===== src/hdl/simd_params.svh =====
/* SIMD min/max slice parameters */

`ifndef SIMD_PARAMS_SVH
`define SIMD_PARAMS_SVH

// --------------------------------------------------
// Datapath layout
// --------------------------------------------------
`define SIMD_WIDTH       32  // Full datapath word
`define SIMD_NUM_LANES   4   // One lane per FP8 element

// Register stages in every lane
`define SIMD_PIPE_STAGES 2

// User tag returned with each result
`define SIMD_TAG_WIDTH   4

`endif


===== src/hdl/simd_pkg.sv =====
/* SIMD min/max shared types */

`include "simd_params.svh"

`default_nettype none

package simd_pkg;

  // --------------------------------------------------
  // Datapath types
  // --------------------------------------------------
  typedef logic [`SIMD_WIDTH-1:0]     word_t;
  typedef logic [`SIMD_TAG_WIDTH-1:0] tag_t;
  typedef logic [`SIMD_NUM_LANES-1:0] lane_mask_t;

  // IEEE flags as {NV, DZ, OF, UF, NX}
  typedef logic [4:0] status_t;
  localparam int unsigned STATUS_NV = 4;

  typedef enum logic [1:0] {
    FMT_FP32 = 2'd0,
    FMT_FP16 = 2'd1,
    FMT_FP8  = 2'd2   // E5M2
  } fp_fmt_e;

  typedef enum logic {
    OP_MIN = 1'b0,
    OP_MAX = 1'b1
  } op_e;

  // Packed as {fmt, vectorial, tag}
  typedef logic [$bits(fp_fmt_e)+`SIMD_TAG_WIDTH:0] aux_t;

  // --------------------------------------------------
  // Format helpers
  // --------------------------------------------------
  function automatic int unsigned fmt_width(fp_fmt_e fmt);
    case (fmt)
      FMT_FP16: return 16;
      FMT_FP8:  return 8;
      default:  return 32;
    endcase
  endfunction

  // Quiet NaN with upper bits already boxed
  function automatic word_t canonical_nan(fp_fmt_e fmt);
    case (fmt)
      FMT_FP16: return 32'hffff_7e00;
      FMT_FP8:  return 32'hffff_ff7e;
      default:  return 32'h7fc0_0000;
    endcase
  endfunction

endpackage

`default_nettype wire


===== src/hdl/minmax_lane.sv =====
/* Min/max lane */

`timescale 1ns/1ns

`include "simd_params.svh"

`default_nettype none

module minmax_lane #(
  parameter int unsigned LANE_WIDTH = 32
) (
  input  logic              clk_i,
  input  logic              rst_n_i,
  input  logic              valid_i,
  input  simd_pkg::word_t   a_i,
  input  simd_pkg::word_t   b_i,
  input  simd_pkg::op_e     op_i,
  input  simd_pkg::fp_fmt_e fmt_i,
  input  logic              mask_i,
  input  simd_pkg::aux_t    aux_i,
  output logic              valid_o,
  output simd_pkg::word_t   result_o,
  output simd_pkg::status_t status_o,
  output logic              mask_o,
  output simd_pkg::aux_t    aux_o,
  output logic              busy_o
);

  import simd_pkg::*;

  localparam int unsigned STAGES    = `SIMD_PIPE_STAGES;
  localparam word_t       LANE_MASK = ~(word_t'('1) << LANE_WIDTH);

  word_t                  a_lane, b_lane;   // Operands cut to the lane width
  word_t                  elem_mask;        // Ones over the active format
  logic                   a_sgn, b_sgn;
  logic [`SIMD_WIDTH-2:0] a_mag, b_mag;
  logic                   a_nan, b_nan;
  logic                   a_snan, b_snan;
  logic                   a_lt_b;
  word_t                  res_d;
  status_t                status_d;

  logic    [STAGES-1:0] valid_q;
  word_t   [STAGES-1:0] result_q;
  status_t [STAGES-1:0] status_q;
  logic    [STAGES-1:0] mask_q;
  aux_t    [STAGES-1:0] aux_q;

  // Sign, magnitude and NaN class of one element
  function automatic void classify(
    input  word_t                  x,
    input  fp_fmt_e                fmt,
    output logic                   sgn,
    output logic [`SIMD_WIDTH-2:0] mag,
    output logic                   is_nan,
    output logic                   is_snan
  );
    logic exp_ones;
    logic man_nz;
    logic quiet;

    mag = '0;
    case (fmt)
      FMT_FP16: begin
        sgn       = x[15];
        mag[14:0] = x[14:0];
        exp_ones  = &x[14:10];
        man_nz    = |x[9:0];
        quiet     = x[9];
      end
      FMT_FP8: begin
        sgn      = x[7];
        mag[6:0] = x[6:0];
        exp_ones = &x[6:2];
        man_nz   = |x[1:0];
        quiet    = x[1];
      end
      default: begin
        sgn      = x[31];
        mag      = x[30:0];
        exp_ones = &x[30:23];
        man_nz   = |x[22:0];
        quiet    = x[22];
      end
    endcase
    is_nan  = exp_ones & man_nz;
    is_snan = is_nan & ~quiet;
  endfunction

  // --------------------------------------------------
  // Compare and select
  // --------------------------------------------------
  assign a_lane    = a_i & LANE_MASK;
  assign b_lane    = b_i & LANE_MASK;
  assign elem_mask = ~(word_t'('1) << fmt_width(fmt_i));

  always_comb begin
    classify(a_lane, fmt_i, a_sgn, a_mag, a_nan, a_snan);
    classify(b_lane, fmt_i, b_sgn, b_mag, b_nan, b_snan);
  end

  // Sign-magnitude order, so -0 sorts below +0
  assign a_lt_b = (a_sgn != b_sgn) ? a_sgn :
                  a_sgn            ? (a_mag > b_mag) : (a_mag < b_mag);

  always_comb begin
    status_d            = '0;
    status_d[STATUS_NV] = a_snan | b_snan;

    if (a_nan && b_nan) begin
      res_d = canonical_nan(fmt_i);
    end else if (a_nan) begin
      res_d = b_lane | ~elem_mask;   // NaN operand drops out
    end else if (b_nan) begin
      res_d = a_lane | ~elem_mask;
    end else if ((op_i == OP_MIN) == a_lt_b) begin
      res_d = a_lane | ~elem_mask;
    end else begin
      res_d = b_lane | ~elem_mask;
    end
  end

  // --------------------------------------------------
  // Pipeline
  // --------------------------------------------------
  always_ff @(posedge clk_i) begin
    if (!rst_n_i) begin
      valid_q <= '0;
    end else begin
      valid_q[0] <= valid_i;
      for (int s = 1; s < STAGES; s++) begin
        valid_q[s] <= valid_q[s-1];
      end
    end
  end

  always_ff @(posedge clk_i) begin
    if (valid_i) begin
      result_q[0] <= res_d;
      status_q[0] <= status_d;
      mask_q[0]   <= mask_i;
      aux_q[0]    <= aux_i;
    end
    for (int s = 1; s < STAGES; s++) begin
      if (valid_q[s-1]) begin  // Only move real items
        result_q[s] <= result_q[s-1];
        status_q[s] <= status_q[s-1];
        mask_q[s]   <= mask_q[s-1];
        aux_q[s]    <= aux_q[s-1];
      end
    end
  end

  assign valid_o  = valid_q[STAGES-1];
  assign result_o = result_q[STAGES-1];
  assign status_o = status_q[STAGES-1];
  assign mask_o   = mask_q[STAGES-1];
  assign aux_o    = aux_q[STAGES-1];
  assign busy_o   = |valid_q;

  // The dispatcher never hands a lane an element wider than itself
  assert property (@(posedge clk_i) disable iff (!rst_n_i)
    valid_i |-> (fmt_width(fmt_i) <= LANE_WIDTH))
    else $error("minmax_lane: format too wide for %0d-bit lane", LANE_WIDTH);

endmodule

`default_nettype wire


===== config.mk =====
export PLATFORM = sky130hd
export DESIGN_NAME = minmax_lane
export DESIGN_NICKNAME = d
export VERILOG_FILES = /design/src/hdl/simd_pkg.sv /design/src/hdl/minmax_lane.sv
export VERILOG_INCLUDE_DIRS = /design/src /design/src/hdl
export SDC_FILE = /design/constraint.sdc
export NUM_CORES = 1
export LEC_CHECK = 0
export ABC_AREA = 1
export BUFFER_PORTS_ARGS = -buffer_cell sky130_fd_sc_hd__buf_2
export CORE_ASPECT_RATIO = 2
export CORE_UTILIZATION = 58
export DETAILED_ROUTE_END_ITERATION = 16
export PLACE_DENSITY = 0.93
export SLEW_MARGIN = 10
export SYNTH_ARGS = -nofsm -noshare
export SYNTH_HDL_FRONTEND = slang
export SYNTH_SLANG_ARGS = --single-unit

===== constraint.sdc =====
create_clock -name clk_i -period 8.15 [get_ports clk_i]
set_input_delay 1.2225 -clock clk_i [delete_from_list [all_inputs] [get_ports clk_i]]
set_output_delay 1.2225 -clock clk_i [all_outputs]
set_load 0.05 [all_outputs]

---- After elaboration in Yosys (flattened, before gate mapping) ----
Index checks and enable logic that the tools add are counted.
storage, ports and cells
  bits in registers ....................... 84
  output and inout port bits .............. 47
  input port bits ......................... 78
  logic and storage cells ................. 63
operators by class
  reduce and logical (&&, ||, !) cells .... 15
  $lt $le $gt $ge ......................... 2
  shift-type cells ........................ 1
  bitwise logic cells ..................... 12
  equal/unequal tests ..................... 4
  multiplexer cells ....................... 20
operator list
  kind                                                  number
  2-to-1 mux 32 bit                                     4
  NOT 32 bit                                            2
  OR 32 bit                                             2
  one-hot mux 32 bit (2 select lines)                   1
  OR reduction 23 bit                                   2
  2-to-1 mux 16 bit                                     2
  left shift 32 x 6 -> 32 bit (first input constant)    1
  greater-than comparator 31 bit                        1
  less-than comparator 31 bit                           1
  AND reduction 5 bit                                   4
  OR reduction 10 bit                                   2
  2-to-1 mux 8 bit                                      2
  one-hot mux 1 bit (2 select lines)                    8
  AND reduction 8 bit                                   2
  one-hot mux 6 bit (2 select lines)                    1
  OR reduction 2 bit                                    4
  AND 1 bit                                             4
  NOT 1 bit                                             3
  equality test 2 x 1 -> 1 bit (second input constant)  1
  equality test 2 bit (second input constant)           1
  2-to-1 mux 1 bit                                      2
  equality test 1 bit                                   1
  logical AND 1 bit                                     1
  inequality test 1 bit                                 1
  OR 1 bit                                              1

---- Logic depth before layout (Yosys ltp) ----
  depth after elaboration ................. 11
  gate-level depth with buffers ........... 26
  depth with buffers taken out ............ 22

---- Worst setup path before layout ----
OpenSTA, ideal clock, no wires.
  kind .................................... input port to flip-flop
  from .................................... input fmt_i[0]
  to ...................................... register result_q[19] (netlist bit), data pin
  required time ........................... 7.894 ns
  slack ................................... 4.054 ns
  stages .................................. 23
  buffers on the path ..................... 4
  data arrival time ....................... 3.841 ns
  setup time .............................. 0.256 ns
  path through ............................ inv_1 -> ha_1 -> buf_2 -> buf_1 -> clkbuf_1 -> nand2_1 -> ha_1 -> nand2_1 -> nor2_2 -> nand4_1 -> nor2_1 -> nand2_1 -> nand2_1 -> nand2_1 -> nand2_1 -> nand2_1 -> nand2_2 -> nand3_4 -> nand2_4 -> buf_6 -> nand2_1 -> nand3_1 -> nand2_1
on the way
  word-level cells in the longest chain between the ends .. 11
  elaborated cells between the ends (all ways) .. 33
  classes of those cells .................. 2 x order compare; 4 x eq/ne; 1 x shift; 18 x mux; 6 x bitwise; 2 x reduce/logical
RTL lines
  element                                                                        line                                               RTL
  start: declaration                                                             minmax_lane.sv:18                                  input simd_pkg::fp_fmt_e fmt_i,
  equality test 2 bit or equality test 2 x 1 -> 1 bit (tied branches)            simd_pkg.sv:38, simd_pkg.sv:47, minmax_lane.sv:64
  OR reduction 2 bit (no line)                                                   --
  2-to-1 mux 16 bit                                                              minmax_lane.sv:64                                  case (fmt)
  less-than comparator 31 bit or greater-than comparator 31 bit (tied branches)  minmax_lane.sv:105                                 a_sgn ? (a_mag > b_mag) : (a_mag < b_mag);
  2-to-1 mux 1 bit                                                               minmax_lane.sv:105
  2-to-1 mux 1 bit                                                               minmax_lane.sv:104                                 assign a_lt_b = (a_sgn != b_sgn) ? a_sgn :
  equality test 1 bit                                                            minmax_lane.sv:117                                 end else if ((op_i == OP_MIN) == a_lt_b) begin
  2-to-1 mux 32 bit                                                              minmax_lane.sv:117
  2-to-1 mux 32 bit                                                              minmax_lane.sv:115                                 end else if (b_nan) begin
  2-to-1 mux 32 bit                                                              minmax_lane.sv:113                                 end else if (a_nan) begin
  2-to-1 mux 32 bit (*)                                                          minmax_lane.sv:111                                 if (a_nan && b_nan) begin
  net res_d[19]                                                                  minmax_lane.sv:41                                  word_t res_d;
  end signal: indexed assignment                                                 minmax_lane.sv:147                                 result_q[s] <= result_q[s-1];
  end: declaration                                                               minmax_lane.sv:45                                  word_t [STAGES-1:0] result_q;
Mark *: on every way through the listed nets, which the timed path passes. The rest lies on a longest branch.
A chain may end at the register's enable or synchronous reset.

---- Worst setup path after layout ----
  from .................................... input fmt_i[0]
  to ...................................... register result_q[14] (netlist bit), data pin
The elaborated chain is that of the path after synthesis.

==> flow_metrics.py <==
metrics = {
    "outcome": {
        "status": "finished clean",
    },
    "clocking": {
        "htreeDepth": 3,
        "clk_path_buf_depth": 2,
        "clock_sinks": 84,
        "cts-buffers-inserted": 9,
        "cts.repair.resized": 0,
        "hold_buffers": 0,
        "root_buffer": "clkbuf_16",
        "cts_tree": "built",
        "postCtsSetupBuffers": 0,
        "cts.clk_slew.worst_paths_ns": 0.06,
        "insertion_delay_ns": 0.33,
    },
    "detailed_routing": {
        "drt_iter0_drc": 253,
        "vias": 4118,
        "first_pass_iters": 5,
        "route.detailed.drc": 0,
        "wl_mm": 11.1,
        "ant_nets": 0,
        "wl_per_cell_um": 15.2,
        "viasPerCell": 5.60,
    },
    "synth": {
        "synth_top_family_by_area": "simple AND/OR/NAND/NOR gates",
        "synthAdderAreaFrac_pct": 8.16,
        "seq_area_frac_synth_pct": 49.5,
        "synth_compound_area_share_pct": 3.24,
        "synthCells": 564,
        "ys_ff_latch": 84,
        "synth_enable_flop_cells": 82,
        "synth_top_area_cell": "edfxtp_1",
        "synth_area_sq_um": 5060,
        "synth_xor_area_share_pct": 0,
        "synth_area_leaders": "edfxtp_1 (49%), nand2_1 (11%), ha_1 (8.2%), nand3_1 (7.5%), buf_4 (7.0%)",
        "yosys.cell_count.top_type": "nand2_1",
        "syn-mean-instance-area_sq_um": 8.97,
        "synth_warnings": 0,
        "synthArstFlopShare_pct": 0,
        "synth.area.mux_share_pct": 0,
        "synth.top_cell.area_share_pct": 48.7,
        "yosys.area_share.simple_pct": 26.0,
        "synth-main-ff-cell": "edfxtp_1",
        "synth_common_cells": "nand2_1 (143), edfxtp_1 (82), nand3_1 (76)",
        "synth.distinct_cells": 33,
    },
    "final_layout": {
        "fin_nets": 743,
        "final_cells": 735,
        "seqCellArea_sq_um": 2500,
        "drive_above_1_share_pct": 23.9,
        "fin_area_sq_um": 5620,
        "fillers": 678,
        "area_delta_synth_final_pct": 11.2,
        "diodes": 0,
        "multi_input_area_sq_um": 1910,
    },
    "setup_path": {
        "worstSetupPathType": "input port to register",
        "critPathMaxStageDelay_ns": 0.98,
        "critPathSlowestCell": "ha_1",
        "cp_num_cells": 20,
        "crit_top_cell": "nand2_1",
        "critPathMaxFanout": 38,
        "worst_ep_required_time_ns": 8.22,
        "cp_cell_sequence": "buf_2 > inv_1 > ha_1 > nand2_1 > ha_1 > nand2_1 > nor2_1 > nand4_1 > nor2_1 > nand2_1 > nand2_1 > nand2_1 > nand2_1 > nand2_1 > nand2_2 > nand3_4 > nand2_4 > nand2_1 > nand3_1 > nand2_1",
        "start_kind": "input port",
        "reg2reg_depth": 0,
        "crit_arrival_ns": 4.76,
        "crit_family": "simple AND/OR/NAND/NOR gates",
        "worst-path-buf-inv": 2,
        "end_kind": "register",
    },
    "timing": {
        "worst_pin_slew_ns": 1.05,
        "setup_viol": 0,
        "final.setup.tns_ns": 0,
        "fin_worst_skew_ns": 0.00531,
        "finalHoldViolCount": 0,
        "fin_crit_sh_pct": 57.6,
        "drv_slew": 0,
        "max-slew-margin-rel_pct": 29.8,
        "min_period_ns": 4.69,
        "fmax_mhz": 213,
        "rsz0062_at_grt": "false",
    },
    "global_route": {
        "grt_pass1_vias": 3944,
        "grt_max_degree": 44,
        "antenna_found_initial": 0,
        "track_usage_pct": 25.9,
        "grt_pass1_wl_mm": 17.6,
        "grt_overflow": 0,
    },
    "pwr": {
        "p_comb_share_pct": 24.0,
        "power.internal_w": 0.000830,
        "p_sw_share_pct": 31.4,
        "peakVddDrop_mv": 0.123,
        "power.density_nw_per_um2": 215,
        "power_switching_w": 0.000380,
        "pwr-share-seq_pct": 45.8,
        "p_clk_share_pct": 30.2,
        "leakage_nw": 2.71,
    },
    "floorplanning": {
        "die_w_um": 68.0,
        "core_sq_um": 8350,
        "start_util_pct": 60.6,
        "num_rows": 47,
        "die_area_sq_um": 9120,
        "chipHeight_um": 134,
        "ios": 125,
    },
    "placed_design": {
        "gp_congestion": 0.952,
        "place.port_buffers": 120,
        "place_inst": 719,
        "place_area_sq_um": 5350,
        "dp_hpwl_mm": 8.77,
    },
    "worst_hold_path": {
        "hold_class": "register to register",
        "min_path_cells": 0,
    },
    "job": {
        "drv_cap": 0,
    },
}
==> routing by layer <==
metal / global-route usage [%] / wire length [um] / vias to the layer above
li1: - / - / 1995
met1: 27.9 / 3900 / 1866
met2: 43.1 / 5800 / 200
met3: 3.91 / 640 / 57
met4: 20.4 / 800 / 0
met5: 0 / 0 / -
==> layout make-up <==
type                            count  area share (%)
Multi-Input combinational cell    361            33.9
Timing Repair Buffer              120            10.7
Sequential cell                    84            44.5
Clock inverter                      6           0.868
Tap cell                           98            2.18
Inverter                           56            3.74
Clock buffer                       10            4.07
==> power groups by stage <==
| stage | Combinational [W] | Clock (W) | Sequential [W] |
|---|---|---|---|
| finish | 0.000291 | 0.000365 | 0.000554 |
| global placement | 0.000276 | 0 | 0.000560 |
| detailed placement | 0.000287 | 0 | 0.000563 |
| floorplan | 0.000238 | 0 | 0.000560 |
| global route | 0.000319 | 0.000391 | 0.000559 |
| CTS | 0.000288 | 0.000369 | 0.000554 |
==> stage by stage <==
stage / utilization (%) / power, W / hold slack, ns / setup WS (ns)
4_1_cts: 67.4 / 0.00121 / 0.418 / 3.51
3_5_place_dp: 64.0 / 0.000850 / 0.405 / 3.17
5_1_grt: 67.4 / 0.00127 / 0.424 / 3.12
6_report: 67.4 / 0.00121 / 0.416 / 3.46
2_1_floorplan: - / 0.000798 / 0.400 / 4.05
3_3_place_gp: 64.0 / 0.000837 / 0.401 / 3.33
==> logic make-up (layout without fill, tap and decap cells) <==
| kind of cell | Yosys count | after routing |
|---|---|---|
| and+or+nand+nor | 296 | 296 |
| buffers and inverters | 122 | 192 |
| DFF | 84 | 84 |
| adders and majority gates | 33 | 33 |
| AOI/OAI and AO/OA | 28 | 28 |
| other | 1 | 4 |
==> flip-flops by register name, indices dropped and copies added, names as in the netlist <==
signal,count
aux_o,7
aux_q,7
result_o,32
valid_q,2
status_q,1
mask_q,2
result_q,32
status_o,1
==> worst paths after layout <==
| kind | end | slack (ns) | from |
|---|---|---|---|
| worst min register to register | aux_o[4] | 0.42 | aux_q[4] |
| worst max register to register | result_o[24] | 6.84 | valid_q[0] |
| worst min-delay path | aux_o[4] | 0.42 | aux_q[4] |
| worst max-delay path | result_q[14] | 3.46 | fmt_i[0] |
==> cells in the final DEF (no fill, tap or decap) <==
cell type / instances
a21o_1: 2
o22ai_1: 1
nand2_2: 3
clkbuf_1: 1
o32ai_1: 2
nor2_1: 42
clkinv_4: 2
buf_2: 120
o31ai_1: 2
o21ai_1: 4
clkinvlp_4: 3
conb_1: 4
nand2_1: 143
nor2_4: 1
inv_6: 1
a32o_1: 1
nand3_2: 1
dfxtp_2: 1
nand4_1: 12
nor3_1: 2
nor4_1: 8
nor2_2: 4
inv_1: 52
nand3_1: 76
nand2_4: 1
nand3_4: 1
or2_2: 1
inv_2: 4
dfxtp_1: 1
a21oi_1: 14
ha_1: 33
o21ai_0: 2
nand3b_1: 1
clkbuf_16: 9
edfxtp_1: 82
Power figures use the tool's default switching activity.
